==> config.mk <==
export PLATFORM = sky130hd
export DESIGN_NAME = tap_ctrl_top
export DESIGN_NICKNAME = d
export VERILOG_FILES = /design/src/hw/tap_pkg.sv /design/src/hw/tap_ctrl_top.sv /design/src/hw/tap_data_path.sv /design/src/hw/tap_dr_shift_reg.sv /design/src/hw/tap_fsm.sv /design/src/hw/tap_instr_reg.sv
export SDC_FILE = /design/constraint.sdc
export NUM_CORES = 1
export LEC_CHECK = 0
export BUFFER_PORTS_ARGS = -buffer_cell sky130_fd_sc_hd__buf_2
export CORE_MARGIN = 4
export CORE_UTILIZATION = 50
export CTS_CLUSTER_SIZE = 28
export DETAILED_ROUTE_END_ITERATION = 8
export HOLD_SLACK_MARGIN = 0.08
export PLACE_DENSITY = 0.7
export SLEW_MARGIN = 5
export SYNTH_ARGS = -nofsm -noshare
export SYNTH_HDL_FRONTEND = slang
export SYNTH_SLANG_ARGS = --single-unit
==> constraint.sdc <==
create_clock -name tapc_tck -period 5.11 [get_ports tapc_tck]
set_clock_uncertainty 0.15 [all_clocks]
set_input_delay 0.511 -clock tapc_tck [delete_from_list [all_inputs] [get_ports tapc_tck]]
set_output_delay 0.511 -clock tapc_tck [all_outputs]
set_load 0.02 [all_outputs]
==> src/hw/tap_pkg.sv <==
// ----------------------------------------------------------
// Shared widths, enums and control structs of the JTAG TAP
// controller for the RISC-V debug transport
// Imported by wildcard in every RTL module header
// ----------------------------------------------------------

`default_nettype none

package tap_pkg;

    // ----------------------------------------------------------
    // Widths
    // ----------------------------------------------------------

    localparam int TAP_IR_WIDTH     = 5;
    localparam int TAP_IDCODE_WIDTH = 32;
    localparam int TAP_BLD_ID_WIDTH = 32;
    // DMI/SCU chain identifier
    localparam int TAP_CH_ID_WIDTH  = 2;

    // ----------------------------------------------------------
    // TAP states, IEEE 1149.1 state diagram
    // ----------------------------------------------------------

    typedef enum logic [3:0] {
        RESET       = 4'd0,
        IDLE        = 4'd1,
        DR_SEL_SCAN = 4'd2,
        DR_CAPTURE  = 4'd3,
        DR_SHIFT    = 4'd4,
        DR_EXIT1    = 4'd5,
        DR_PAUSE    = 4'd6,
        DR_EXIT2    = 4'd7,
        DR_UPDATE   = 4'd8,
        IR_SEL_SCAN = 4'd9,
        IR_CAPTURE  = 4'd10,
        IR_SHIFT    = 4'd11,
        IR_EXIT1    = 4'd12,
        IR_PAUSE    = 4'd13,
        IR_EXIT2    = 4'd14,
        IR_UPDATE   = 4'd15
    } tap_state_e;

    // Instruction opcodes, unlisted codes select BYPASS
    typedef enum logic [TAP_IR_WIDTH-1:0] {
        IDCODE     = 5'h01,
        BLD_ID     = 5'h04,
        SCU_ACCESS = 5'h09,
        DTMCS      = 5'h10,
        DMI_ACCESS = 5'h11,
        BYPASS     = 5'h1F
    } tap_instr_e;

    // ----------------------------------------------------------
    // Control structs
    // ----------------------------------------------------------

    // IR strobes, decoded from the current state
    typedef struct packed {
        logic capture;
        logic shift;
        logic update;
    } tap_ir_ctrl_t;

    // DR strobes, registered from the next state
    typedef struct packed {
        logic capture;
        logic shift;
        logic update;
    } tap_dr_ctrl_t;

    // Request towards the external DMI/SCU scan chains
    typedef struct packed {
        logic                       scu_sel;
        logic                       dmi_sel;
        logic [TAP_CH_ID_WIDTH-1:0] ch_id;
        logic                       capture;
        logic                       shift;
        logic                       update;
        logic                       tdi;
    } tap_chain_req_t;

endpackage

`default_nettype wire

==> src/hw/tap_ctrl_top.sv <==
// ----------------------------------------------------------
// Top level of the JTAG TAP controller for the debug transport
// Chains the state machine, instruction register and data path
// BUILD_ID sets the value read back by the BLD_ID instruction
// ----------------------------------------------------------

`default_nettype none
`timescale 1ns/100ps

module tap_ctrl_top
    import tap_pkg::*;
#(
    parameter logic [TAP_BLD_ID_WIDTH-1:0] BUILD_ID = 32'h2021_0607
) (
    input  logic                        tapc_tck,
    input  logic                        tapc_trst_n,
    input  logic                        tms_i,
    input  logic                        tdi_i,
    output logic                        tdo_o,
    output logic                        tdo_en_o,
    input  logic [TAP_IDCODE_WIDTH-1:0] fuse_idcode_i,
    output tap_chain_req_t              chain_req_o,
    input  logic                        ch_tdo_i
);

    tap_ir_ctrl_t ir_ctrl;
    tap_dr_ctrl_t dr_ctrl;
    logic         ir_shift_q;
    // Synchronous reset from Test-Logic-Reset
    logic         tlr_rst_n;
    tap_instr_e   instr;
    logic         ir_tdo;

    // State machine and strobes
    tap_fsm u_fsm (
        .tapc_tck    (tapc_tck),
        .tapc_trst_n (tapc_trst_n),
        .tms_i       (tms_i),
        .ir_ctrl_o   (ir_ctrl),
        .dr_ctrl_o   (dr_ctrl),
        .ir_shift_q_o(ir_shift_q),
        .tlr_rst_n_o (tlr_rst_n)
    );

    tap_instr_reg u_instr_reg (
        .tapc_tck   (tapc_tck),
        .tapc_trst_n(tapc_trst_n),
        .tlr_rst_n_i(tlr_rst_n),
        .tdi_i      (tdi_i),
        .ir_ctrl_i  (ir_ctrl),
        .instr_o    (instr),
        .ir_tdo_o   (ir_tdo)
    );

    // Data registers, chain request and TDO
    tap_data_path #(
        .BUILD_ID(BUILD_ID)
    ) u_data_path (
        .tapc_tck    (tapc_tck),
        .tapc_trst_n (tapc_trst_n),
        .tlr_rst_n_i (tlr_rst_n),
        .tdi_i       (tdi_i),
        .instr_i     (instr),
        .dr_ctrl_i   (dr_ctrl),
        .ir_shift_q_i(ir_shift_q),
        .ir_tdo_i    (ir_tdo),
        .idcode_i    (fuse_idcode_i),
        .ch_tdo_i    (ch_tdo_i),
        .chain_req_o (chain_req_o),
        .tdo_o       (tdo_o),
        .tdo_en_o    (tdo_en_o)
    );

endmodule

`default_nettype wire

==> src/hw/tap_data_path.sv <==
// ----------------------------------------------------------
// TAP data path: instruction decode, internal data registers,
// DMI/SCU chain request, read mux and the TDO registers
// TDO and TDO-enable change on the falling edge of TCK
// ----------------------------------------------------------

`default_nettype none
`timescale 1ns/100ps

module tap_data_path
    import tap_pkg::*;
#(
    parameter logic [TAP_BLD_ID_WIDTH-1:0] BUILD_ID = '0
) (
    input  logic                        tapc_tck,
    input  logic                        tapc_trst_n,
    input  logic                        tlr_rst_n_i,
    input  logic                        tdi_i,
    input  tap_instr_e                  instr_i,
    input  tap_dr_ctrl_t                dr_ctrl_i,
    input  logic                        ir_shift_q_i,
    input  logic                        ir_tdo_i,
    input  logic [TAP_IDCODE_WIDTH-1:0] idcode_i,
    input  logic                        ch_tdo_i,
    output tap_chain_req_t              chain_req_o,
    output logic                        tdo_o,
    output logic                        tdo_en_o
);

    logic bypass_sel;
    logic idcode_sel;
    logic bld_id_sel;
    logic bypass_tdo;
    logic idcode_tdo;
    logic bld_id_tdo;
    logic dr_out;
    logic tdo_q;
    logic tdo_en_q;

    // ----------------------------------------------------------
    // Instruction decode
    // ----------------------------------------------------------

    always_comb begin
        bypass_sel = 1'b0;
        idcode_sel = 1'b0;
        bld_id_sel = 1'b0;
        chain_req_o.scu_sel = 1'b0;
        chain_req_o.dmi_sel = 1'b0;
        chain_req_o.ch_id   = '0;
        case (instr_i)
            IDCODE: idcode_sel = 1'b1;
            BLD_ID: bld_id_sel = 1'b1;
            // DTM control and status
            DTMCS: begin
                chain_req_o.dmi_sel = 1'b1;
                chain_req_o.ch_id   = TAP_CH_ID_WIDTH'(1);
            end
            DMI_ACCESS: begin
                chain_req_o.dmi_sel = 1'b1;
                chain_req_o.ch_id   = TAP_CH_ID_WIDTH'(2);
            end
            SCU_ACCESS: chain_req_o.scu_sel = 1'b1;
            // BYPASS and every unassigned code
            default: bypass_sel = 1'b1;
        endcase
    end

    // Chain strobes and TDI go out unchanged
    always_comb begin
        chain_req_o.capture = dr_ctrl_i.capture;
        chain_req_o.shift   = dr_ctrl_i.shift;
        chain_req_o.update  = dr_ctrl_i.update;
        chain_req_o.tdi     = tdi_i;
    end

    // ----------------------------------------------------------
    // Internal data registers
    // ----------------------------------------------------------

    // BYPASS, single bit that captures 0
    tap_dr_shift_reg #(
        .WIDTH(1)
    ) u_bypass_reg (
        .tapc_tck     (tapc_tck),
        .tapc_trst_n  (tapc_trst_n),
        .tlr_rst_n_i  (tlr_rst_n_i),
        .sel_i        (bypass_sel),
        .dr_ctrl_i    (dr_ctrl_i),
        .tdi_i        (tdi_i),
        .capture_val_i(1'b0),
        .tdo_o        (bypass_tdo)
    );

    // IDCODE from the fuse input
    tap_dr_shift_reg #(
        .WIDTH(TAP_IDCODE_WIDTH)
    ) u_idcode_reg (
        .tapc_tck     (tapc_tck),
        .tapc_trst_n  (tapc_trst_n),
        .tlr_rst_n_i  (tlr_rst_n_i),
        .sel_i        (idcode_sel),
        .dr_ctrl_i    (dr_ctrl_i),
        .tdi_i        (tdi_i),
        .capture_val_i(idcode_i),
        .tdo_o        (idcode_tdo)
    );

    tap_dr_shift_reg #(
        .WIDTH(TAP_BLD_ID_WIDTH)
    ) u_bld_id_reg (
        .tapc_tck     (tapc_tck),
        .tapc_trst_n  (tapc_trst_n),
        .tlr_rst_n_i  (tlr_rst_n_i),
        .sel_i        (bld_id_sel),
        .dr_ctrl_i    (dr_ctrl_i),
        .tdi_i        (tdi_i),
        .capture_val_i(BUILD_ID),
        .tdo_o        (bld_id_tdo)
    );

    // ----------------------------------------------------------
    // Read mux and TDO registers
    // ----------------------------------------------------------

    always_comb begin
        if (chain_req_o.dmi_sel || chain_req_o.scu_sel) begin
            dr_out = ch_tdo_i;
        end else if (idcode_sel) begin
            dr_out = idcode_tdo;
        end else if (bld_id_sel) begin
            dr_out = bld_id_tdo;
        end else begin
            dr_out = bypass_tdo;
        end
    end

    always_ff @(negedge tapc_tck or negedge tapc_trst_n) begin
        if (!tapc_trst_n) begin
            tdo_q    <= 1'b0;
            tdo_en_q <= 1'b0;
        end else if (!tlr_rst_n_i) begin
            tdo_q    <= 1'b0;
            tdo_en_q <= 1'b0;
        end else begin
            tdo_en_q <= dr_ctrl_i.shift | ir_shift_q_i;
            // DR shift wins, then IR shift, else idle low
            if (dr_ctrl_i.shift) begin
                tdo_q <= dr_out;
            end else if (ir_shift_q_i) begin
                tdo_q <= ir_tdo_i;
            end else begin
                tdo_q <= 1'b0;
            end
        end
    end

    assign tdo_o    = tdo_q;
    assign tdo_en_o = tdo_en_q;

endmodule

`default_nettype wire

==> src/hw/tap_dr_shift_reg.sv <==
// ----------------------------------------------------------
// Generic capture-and-shift data register
// Serves BYPASS, IDCODE and BUILD ID, LSB is shifted out first
// ----------------------------------------------------------

`default_nettype none
`timescale 1ns/100ps

module tap_dr_shift_reg
    import tap_pkg::*;
#(
    parameter int WIDTH = 32
) (
    input  logic             tapc_tck,
    input  logic             tapc_trst_n,
    input  logic             tlr_rst_n_i,
    input  logic             sel_i,
    input  tap_dr_ctrl_t     dr_ctrl_i,
    input  logic             tdi_i,
    input  logic [WIDTH-1:0] capture_val_i,
    output logic             tdo_o
);

    logic [WIDTH-1:0] shift_q;
    logic [WIDTH-1:0] shift_val;

    // Right shift with TDI at the top, single bit just takes TDI
    if (WIDTH == 1) begin : g_single
        assign shift_val = tdi_i;
    end else begin : g_multi
        assign shift_val = {tdi_i, shift_q[WIDTH-1:1]};
    end

    always_ff @(posedge tapc_tck or negedge tapc_trst_n) begin
        if (!tapc_trst_n) begin
            shift_q <= '0;
        end else if (!tlr_rst_n_i) begin
            shift_q <= '0;
        end else if (sel_i && dr_ctrl_i.capture) begin
            shift_q <= capture_val_i;
        end else if (sel_i && dr_ctrl_i.shift) begin
            shift_q <= shift_val;
        end
    end

    assign tdo_o = shift_q[0];

endmodule

`default_nettype wire

==> src/hw/tap_fsm.sv <==
// ----------------------------------------------------------
// TAP state machine with the IR and DR control strobes
// State advances on the rising edge of TCK according to TMS
// Also produces the synchronous reset for Test-Logic-Reset
// ----------------------------------------------------------

`default_nettype none
`timescale 1ns/100ps

module tap_fsm
    import tap_pkg::*;
(
    input  logic         tapc_tck,
    input  logic         tapc_trst_n,
    input  logic         tms_i,
    output tap_ir_ctrl_t ir_ctrl_o,
    output tap_dr_ctrl_t dr_ctrl_o,
    output logic         ir_shift_q_o,
    output logic         tlr_rst_n_o
);

    tap_state_e   state_q;
    tap_state_e   state_d;
    tap_dr_ctrl_t dr_ctrl_q;
    logic         ir_shift_q;
    logic         tlr_rst_n_q;

    // ----------------------------------------------------------
    // State register and next-state table
    // ----------------------------------------------------------

    always_ff @(posedge tapc_tck or negedge tapc_trst_n) begin
        if (!tapc_trst_n) begin
            state_q <= RESET;
        end else begin
            state_q <= state_d;
        end
    end

    always_comb begin
        state_d = state_q;
        case (state_q)
            RESET:       state_d = tms_i ? RESET       : IDLE;
            IDLE:        state_d = tms_i ? DR_SEL_SCAN : IDLE;
            // DR column
            DR_SEL_SCAN: state_d = tms_i ? IR_SEL_SCAN : DR_CAPTURE;
            DR_CAPTURE:  state_d = tms_i ? DR_EXIT1    : DR_SHIFT;
            DR_SHIFT:    state_d = tms_i ? DR_EXIT1    : DR_SHIFT;
            DR_EXIT1:    state_d = tms_i ? DR_UPDATE   : DR_PAUSE;
            DR_PAUSE:    state_d = tms_i ? DR_EXIT2    : DR_PAUSE;
            DR_EXIT2:    state_d = tms_i ? DR_UPDATE   : DR_SHIFT;
            DR_UPDATE:   state_d = tms_i ? DR_SEL_SCAN : IDLE;
            // IR column
            IR_SEL_SCAN: state_d = tms_i ? RESET       : IR_CAPTURE;
            IR_CAPTURE:  state_d = tms_i ? IR_EXIT1    : IR_SHIFT;
            IR_SHIFT:    state_d = tms_i ? IR_EXIT1    : IR_SHIFT;
            IR_EXIT1:    state_d = tms_i ? IR_UPDATE   : IR_PAUSE;
            IR_PAUSE:    state_d = tms_i ? IR_EXIT2    : IR_PAUSE;
            IR_EXIT2:    state_d = tms_i ? IR_UPDATE   : IR_SHIFT;
            IR_UPDATE:   state_d = tms_i ? DR_SEL_SCAN : IDLE;
            default:     state_d = state_q;
        endcase
    end

    // ----------------------------------------------------------
    // Synchronous reset, low while in Test-Logic-Reset
    // ----------------------------------------------------------

    // Falling edge, so it is settled before the next rising edge
    always_ff @(negedge tapc_tck or negedge tapc_trst_n) begin
        if (!tapc_trst_n) begin
            tlr_rst_n_q <= 1'b0;
        end else begin
            tlr_rst_n_q <= (state_q != RESET);
        end
    end

    // ----------------------------------------------------------
    // Control strobes
    // ----------------------------------------------------------

    // IR strobes straight from the current state
    always_comb begin
        ir_ctrl_o.capture = (state_q == IR_CAPTURE);
        ir_ctrl_o.shift   = (state_q == IR_SHIFT);
        ir_ctrl_o.update  = (state_q == IR_UPDATE);
    end

    // Registered from the next state, so they line up with state_q
    always_ff @(posedge tapc_tck or negedge tapc_trst_n) begin
        if (!tapc_trst_n) begin
            dr_ctrl_q  <= '0;
            ir_shift_q <= 1'b0;
        end else if (!tlr_rst_n_q) begin
            dr_ctrl_q  <= '0;
            ir_shift_q <= 1'b0;
        end else begin
            dr_ctrl_q.capture <= (state_d == DR_CAPTURE);
            dr_ctrl_q.shift   <= (state_d == DR_SHIFT);
            dr_ctrl_q.update  <= (state_d == DR_UPDATE);
            ir_shift_q        <= (state_d == IR_SHIFT);
        end
    end

    assign dr_ctrl_o    = dr_ctrl_q;
    assign ir_shift_q_o = ir_shift_q;
    assign tlr_rst_n_o  = tlr_rst_n_q;

endmodule

`default_nettype wire

==> src/hw/tap_instr_reg.sv <==
// ----------------------------------------------------------
// Instruction shift register and instruction register
// Shift register works on the rising edge of TCK, the
// instruction register loads on the falling edge in Update-IR
// ----------------------------------------------------------

`default_nettype none
`timescale 1ns/100ps

module tap_instr_reg
    import tap_pkg::*;
(
    input  logic         tapc_tck,
    input  logic         tapc_trst_n,
    input  logic         tlr_rst_n_i,
    input  logic         tdi_i,
    input  tap_ir_ctrl_t ir_ctrl_i,
    output tap_instr_e   instr_o,
    output logic         ir_tdo_o
);

    logic [TAP_IR_WIDTH-1:0] ir_shift_q;
    tap_instr_e              instr_q;

    // ----------------------------------------------------------
    // Shift register
    // ----------------------------------------------------------

    always_ff @(posedge tapc_tck or negedge tapc_trst_n) begin
        if (!tapc_trst_n) begin
            ir_shift_q <= '0;
        end else if (!tlr_rst_n_i) begin
            ir_shift_q <= '0;
        end else if (ir_ctrl_i.capture) begin
            // Fixed capture pattern 00001
            ir_shift_q <= TAP_IR_WIDTH'(1);
        end else if (ir_ctrl_i.shift) begin
            // TDI enters at the top, LSB leaves towards TDO
            ir_shift_q <= {tdi_i, ir_shift_q[TAP_IR_WIDTH-1:1]};
        end
    end

    // ----------------------------------------------------------
    // Instruction register
    // ----------------------------------------------------------

    // Reset value is IDCODE in both reset cases
    always_ff @(negedge tapc_tck or negedge tapc_trst_n) begin
        if (!tapc_trst_n) begin
            instr_q <= IDCODE;
        end else if (!tlr_rst_n_i) begin
            instr_q <= IDCODE;
        end else if (ir_ctrl_i.update) begin
            instr_q <= tap_instr_e'(ir_shift_q);
        end
    end

    assign instr_o  = instr_q;
    assign ir_tdo_o = ir_shift_q[0];

endmodule

`default_nettype wire

==> After elaboration in Yosys (flattened, before gate mapping) <==
Index checks and enable logic that the tools add are counted.
W data, S select, Z words.
{ "totals": {"ramBits": 0, "out_inout_bits": 10, "register_bits": 86, "memories": 0, "romBits": 0, "latchBits": 0} }
{ "op_classes": {"n_reduce_logical": 13, "div": 0, "mul": 0, "n_lt_le_gt_ge": 0, "addsub": 0, "n_mux": 41, "shifts": 0, "eq_ne": 29, "n_bitwise": 1} }
{ "ops": {"columns": ["cell", "n"], "rows": [
  ["$mux W32", 6],
  ["$pmux W4 S12", 1],
  ["$eq A4 B4 Y1 const B", 10],
  ["$mux W5", 5],
  ["$eq A4 B3 Y1 const B", 5],
  ["$mux W1", 18],
  ["$mux W4", 4],
  ["$eq A4 B2 Y1 const B", 3],
  ["$eq A5 B5 Y1 const B", 2],
  ["$mux W3", 3],
  ["$ne A3 B1 Y1 const B", 3],
  ["$logic_and A1 B1 Y1", 6],
  ["$mux W2", 3],
  ["$pmux W3 S2", 1],
  ["$eq A5 B1 Y1 const B", 1],
  ["$eq A5 B3 Y1 const B", 1],
  ["$eq A5 B4 Y1 const B", 1],
  ["$reduce_or A5 Y1", 1],
  ["$eq A4 B1 Y1 const B", 1],
  ["$logic_not A4 Y1", 1],
  ["$reduce_bool A4 Y1", 1],
  ["$reduce_or A2 Y1", 2],
  ["$ne A3 B3 Y1 const B", 1],
  ["$reduce_or A3 Y1", 1],
  ["other kinds (3)", 3]
]} }

==> Longest topological paths before layout <==
{ "logic_depth": {"word_depth": 7, "ltp_mapped": 6, "ltp_nobuf": 5} }

==> By module <==
Synthesis repeated with hierarchy kept, for this count alone.
{ "unflattened": {"hier_cells": 423, "area_unflattened_um2": 4520.6} }
{ "modules_own_cells": {"columns": ["mod", "instances", "cells_per_inst", "area_each_um2"], "rows": [
  ["tap_dr_shift_reg at u_data_path.u_bld_id_reg ...", 2, 144, 1614.0],
  ["tap_fsm", 1, 59, 533.0],
  ["tap_instr_reg", 1, 34, 434.2],
  ["tap_data_path", 1, 36, 267.8],
  ["tap_dr_shift_reg at u_data_path.u_bypass_reg", 1, 6, 57.6]
]} }

==> run_results.csv <==
group,metric,value,unit
run_status,outcome,"completed",
pwr,ir_drop,0.192,mV
synthesis,avgSynthCellArea,10.4,um2
synthesis,synth_edf_count,0,
detailed_routing,vias,2910,
detailed_routing,drtAntennaViolNets,0,
synthesis,ys_warn_count,0,
timing,setup_viol,0,
worst_setup_path,crit_path_start_kind,"register",
synthesis,ys_seq_elements,86,
cts,post_cts.repair.setup_buffers,0,
cells_and_area,nets,457,
detailed_routing,drt-vias-per-instance,5.53,
placement,io_buffers,46,
pwr,p_leak,2.21,nW
synthesis,synth_nets,418,
global_routing,first_global_vias,2683,
worst_setup_path,timing.rr.start,"u_instr_reg.instr_o[0]",
cells_and_area,multiInputGateArea,1640,um2
detailed_routing,wirelength,7.83,mm
cells_and_area,design_area,4460,um2
global_routing,grt_max_degree,59,
placement,place.detailed.hpwl,5.06,mm
min_path,hold_class,"in -> reg",
cts,cts.clk_slew.worst_paths,80,ps
cells_and_area,seq_area,2150,um2
timing,slew_headroom,52.5,%
worst_setup_path,cp_data_required_time,5230,ps
flow_run,maxCapViolCount,0,
cts,cts-hold-fix-buffers,1,
worst_setup_path,cpPeakStageDelay,570,ps
die,floorplan.initialDensity,51.3,%
cells_and_area,area_growth,12.4,%
global_routing,grt_pass1_wl,13.3,mm
timing,drv_slew,0,
min_path,hold_path.startpoint,"fuse_idcode_i[26]",
placement,gp_congestion,0.825,
cells_and_area,n_fill_cell,658,
timing,grt_setup_unrepaired,"no",
synthesis,ys_seq_area_share,54.3,%
die,io-pin-count,47,
synthesis,netlist_area,3970,um2
cells_and_area,antenna_cells,0,
synthesis,synthFlopType,"dfrtp_1",
detailed_routing,post_drt_wl_per_cell,14.9,um
die,die_w,97.1,um
global_routing,overflow,0,
worst_setup_path,path_cells,"or4b_4 -> or2_1 -> or3_1 -> buf_4 -> o2bb2ai_1",
cts,numCtsBuffers,9,
cts,insertion_delay,370,ps
detailed_routing,initialDrtViolationCount,98,
global_routing,antenna_found_initial,0,
cts,cts_resized,0,
cts,cts_buffer_depth,2,
worst_setup_path,path_class,"reg -> reg",
timing,tightest_slew,712,ps
cts,cts_tree,"yes",
timing,setup_tns,0,ps
worst_setup_path,cp.arrival,5040,ps
die,row_count,32,
global_routing,grt_usage,17.3,%
detailed_routing,dr.pass1.iters,4,
synthesis,syn_inst,381,
cts,cts.sink_count,86,
die,core_area,7730,um2
worst_setup_path,worstRegToRegCells,5,
synthesis,synth.distinct_cells,42,
cts,root_buffer,"clkbuf_8",
pwr,power.density,501,nW/um2
worst_setup_path,cp_slowest_cell,"dfstp_2",
die,die_h,97.1,um
min_path,hold_depth,3,
cts,htreeDepth,3,
die,dieArea,9420,um2
worst_setup_path,crit_path_end_kind,"register",
worst_setup_path,crit_path_max_fanout,32,
cells_and_area,drive_above_1_share,17.7,%
detailed_routing,drc,0,
synthesis,synthArstFlopShare,100,%
worst_setup_path,startpoint,"u_instr_reg.instr_o[0]",
placement,placed_area,4260,um2
timing,hold_viol,0,
-- report_power, final --
group	total, mW	leakage, nW	internal (mW)	switching (mW)
registers	0.980	1.18	0.832	0.147
logic	0.789	0.934	0.333	0.456
clock network	0.467	0.0967	0.236	0.232
total	2.24	2.21	1.40	0.835
-- cell families after synthesis --
logic type,share of synthesized area [%]
muxes,9.33
and+or+nand+nor,16.8
xor gates and xnor gates,0.221
AOI/OAI and AO/OA,15.0
buffers and inverters,4.35
DFF,54.3
-- cells in the final DEF, fill, tap and decap left out, types with 8 or more instances in the layout --
| master | instances |
|---|---|
| dfrtp_1 | 78 |
| nand2_1 | 75 |
| buf_2 | 45 |
| mux2i_1 | 37 |
| a21oi_1 | 32 |
| o2bb2ai_1 | 32 |
| nor2_1 | 13 |
| a31oi_1 | 10 |
| clkbuf_8 | 10 |
| buf_4 | 10 |
| nand3_1 | 8 |
-- worst paths after layout --
check / slack [ps] / to
max: 190 / u_data_path.u_idcode_reg.shift_q[17]
min: 280 / u_data_path.u_idcode_reg.shift_q[26]
max reg2reg: 190 / u_data_path.u_idcode_reg.shift_q[17]
min reg2reg: 340 / u_data_path.u_idcode_reg.shift_q[1]
max in group asynchronous: 1490 / u_instr_reg.instr_o[0]
min in group asynchronous: 470 / u_data_path.u_bypass_reg.tdo_o
-- worst max-delay path, delay by kind of cell (launching register included) --
| family | cells | cell delay (ps) |
|---|---|---|
| simple gates | 3 | 1090 |
| flops | 1 | 570 |
| compound gates | 1 | 190 |
| buf+inv | 1 | 250 |
-- cell usage after synthesis (2+ instances only) --
cell / instances / area share, %
nor4b_1: 3 / 0.66
buf_4: 4 / 0.76
o31ai_1: 2 / 0.38
nand2_1: 75 / 7.1
nor3_1: 5 / 0.63
or3_1: 2 / 0.32
nor2b_1: 2 / 0.32
buf_6: 4 / 1.1
a31oi_1: 10 / 1.6
or4_1: 2 / 0.38
nor4_1: 2 / 0.32
nand3_1: 8 / 1.0
inv_1: 5 / 0.47
a21oi_1: 32 / 4.0
nand3b_1: 7 / 1.3
mux2i_1: 37 / 9.3
nor2_1: 13 / 1.2
nor3b_1: 3 / 0.57
and3_1: 2 / 0.32
o2111ai_1: 2 / 0.44
dfrtn_1: 7 / 4.4
clkbuf_1: 20 / 1.9
nand2b_1: 5 / 0.79
o21a_1: 2 / 0.38
o21ai_0: 2 / 0.25
dfrtp_1: 78 / 49
o2bb2ai_1: 32 / 7.1
-- final cells by class --
class | instances | share of cell area, %
inverters | 4 | 0.337
flip-flops and latches | 86 | 48.3
clock buffers | 11 | 3.17
well taps | 102 | 2.86
multi-input cells | 261 | 36.8
repair buffers | 57 | 7.41
clock inverters | 5 | 1.15
-- layer usage --
metal	share of wire, %	vias up	GRT usage [%]
met2	45	54	24.4
met4	0.73	0	4.21
li1	-	1431	-
met1	49	1420	25.6
met5	0	-	0
met3	4.9	5	5.89
-- per-stage QoR --
stage          worst slack [ps]  power [mW]  hold slack (ps)  cells  utilization (%)
5_1_grt                    89.5        2.40              261    526             57.7
6_report                    193        2.24              280    526             57.7
2_1_floorplan               339        1.63             65.4    381                -
3_5_place_dp                221        1.79              305    510             55.1
3_3_place_gp                246        1.77              301    510             55.1
4_1_cts                     178        2.26              267    526             57.7
-- registers in the layout (all words and copies together), names as in the netlist --
signal	count
u_fsm.state_q	4
u_fsm.dr_ctrl_o	3
u_data_path.u_bld_id_reg.shift_q	32
u_fsm.ir_shift_q_o	1
u_data_path.u_idcode_reg.shift_q	32
u_data_path.tdo_o	1
u_fsm.tlr_rst_n_o	1
u_data_path.tdo_en_o	1
u_instr_reg.instr_o	5
u_data_path.u_bypass_reg.tdo_o	1
u_instr_reg.ir_shift_q	5
Power figures use the tool's default switching activity.
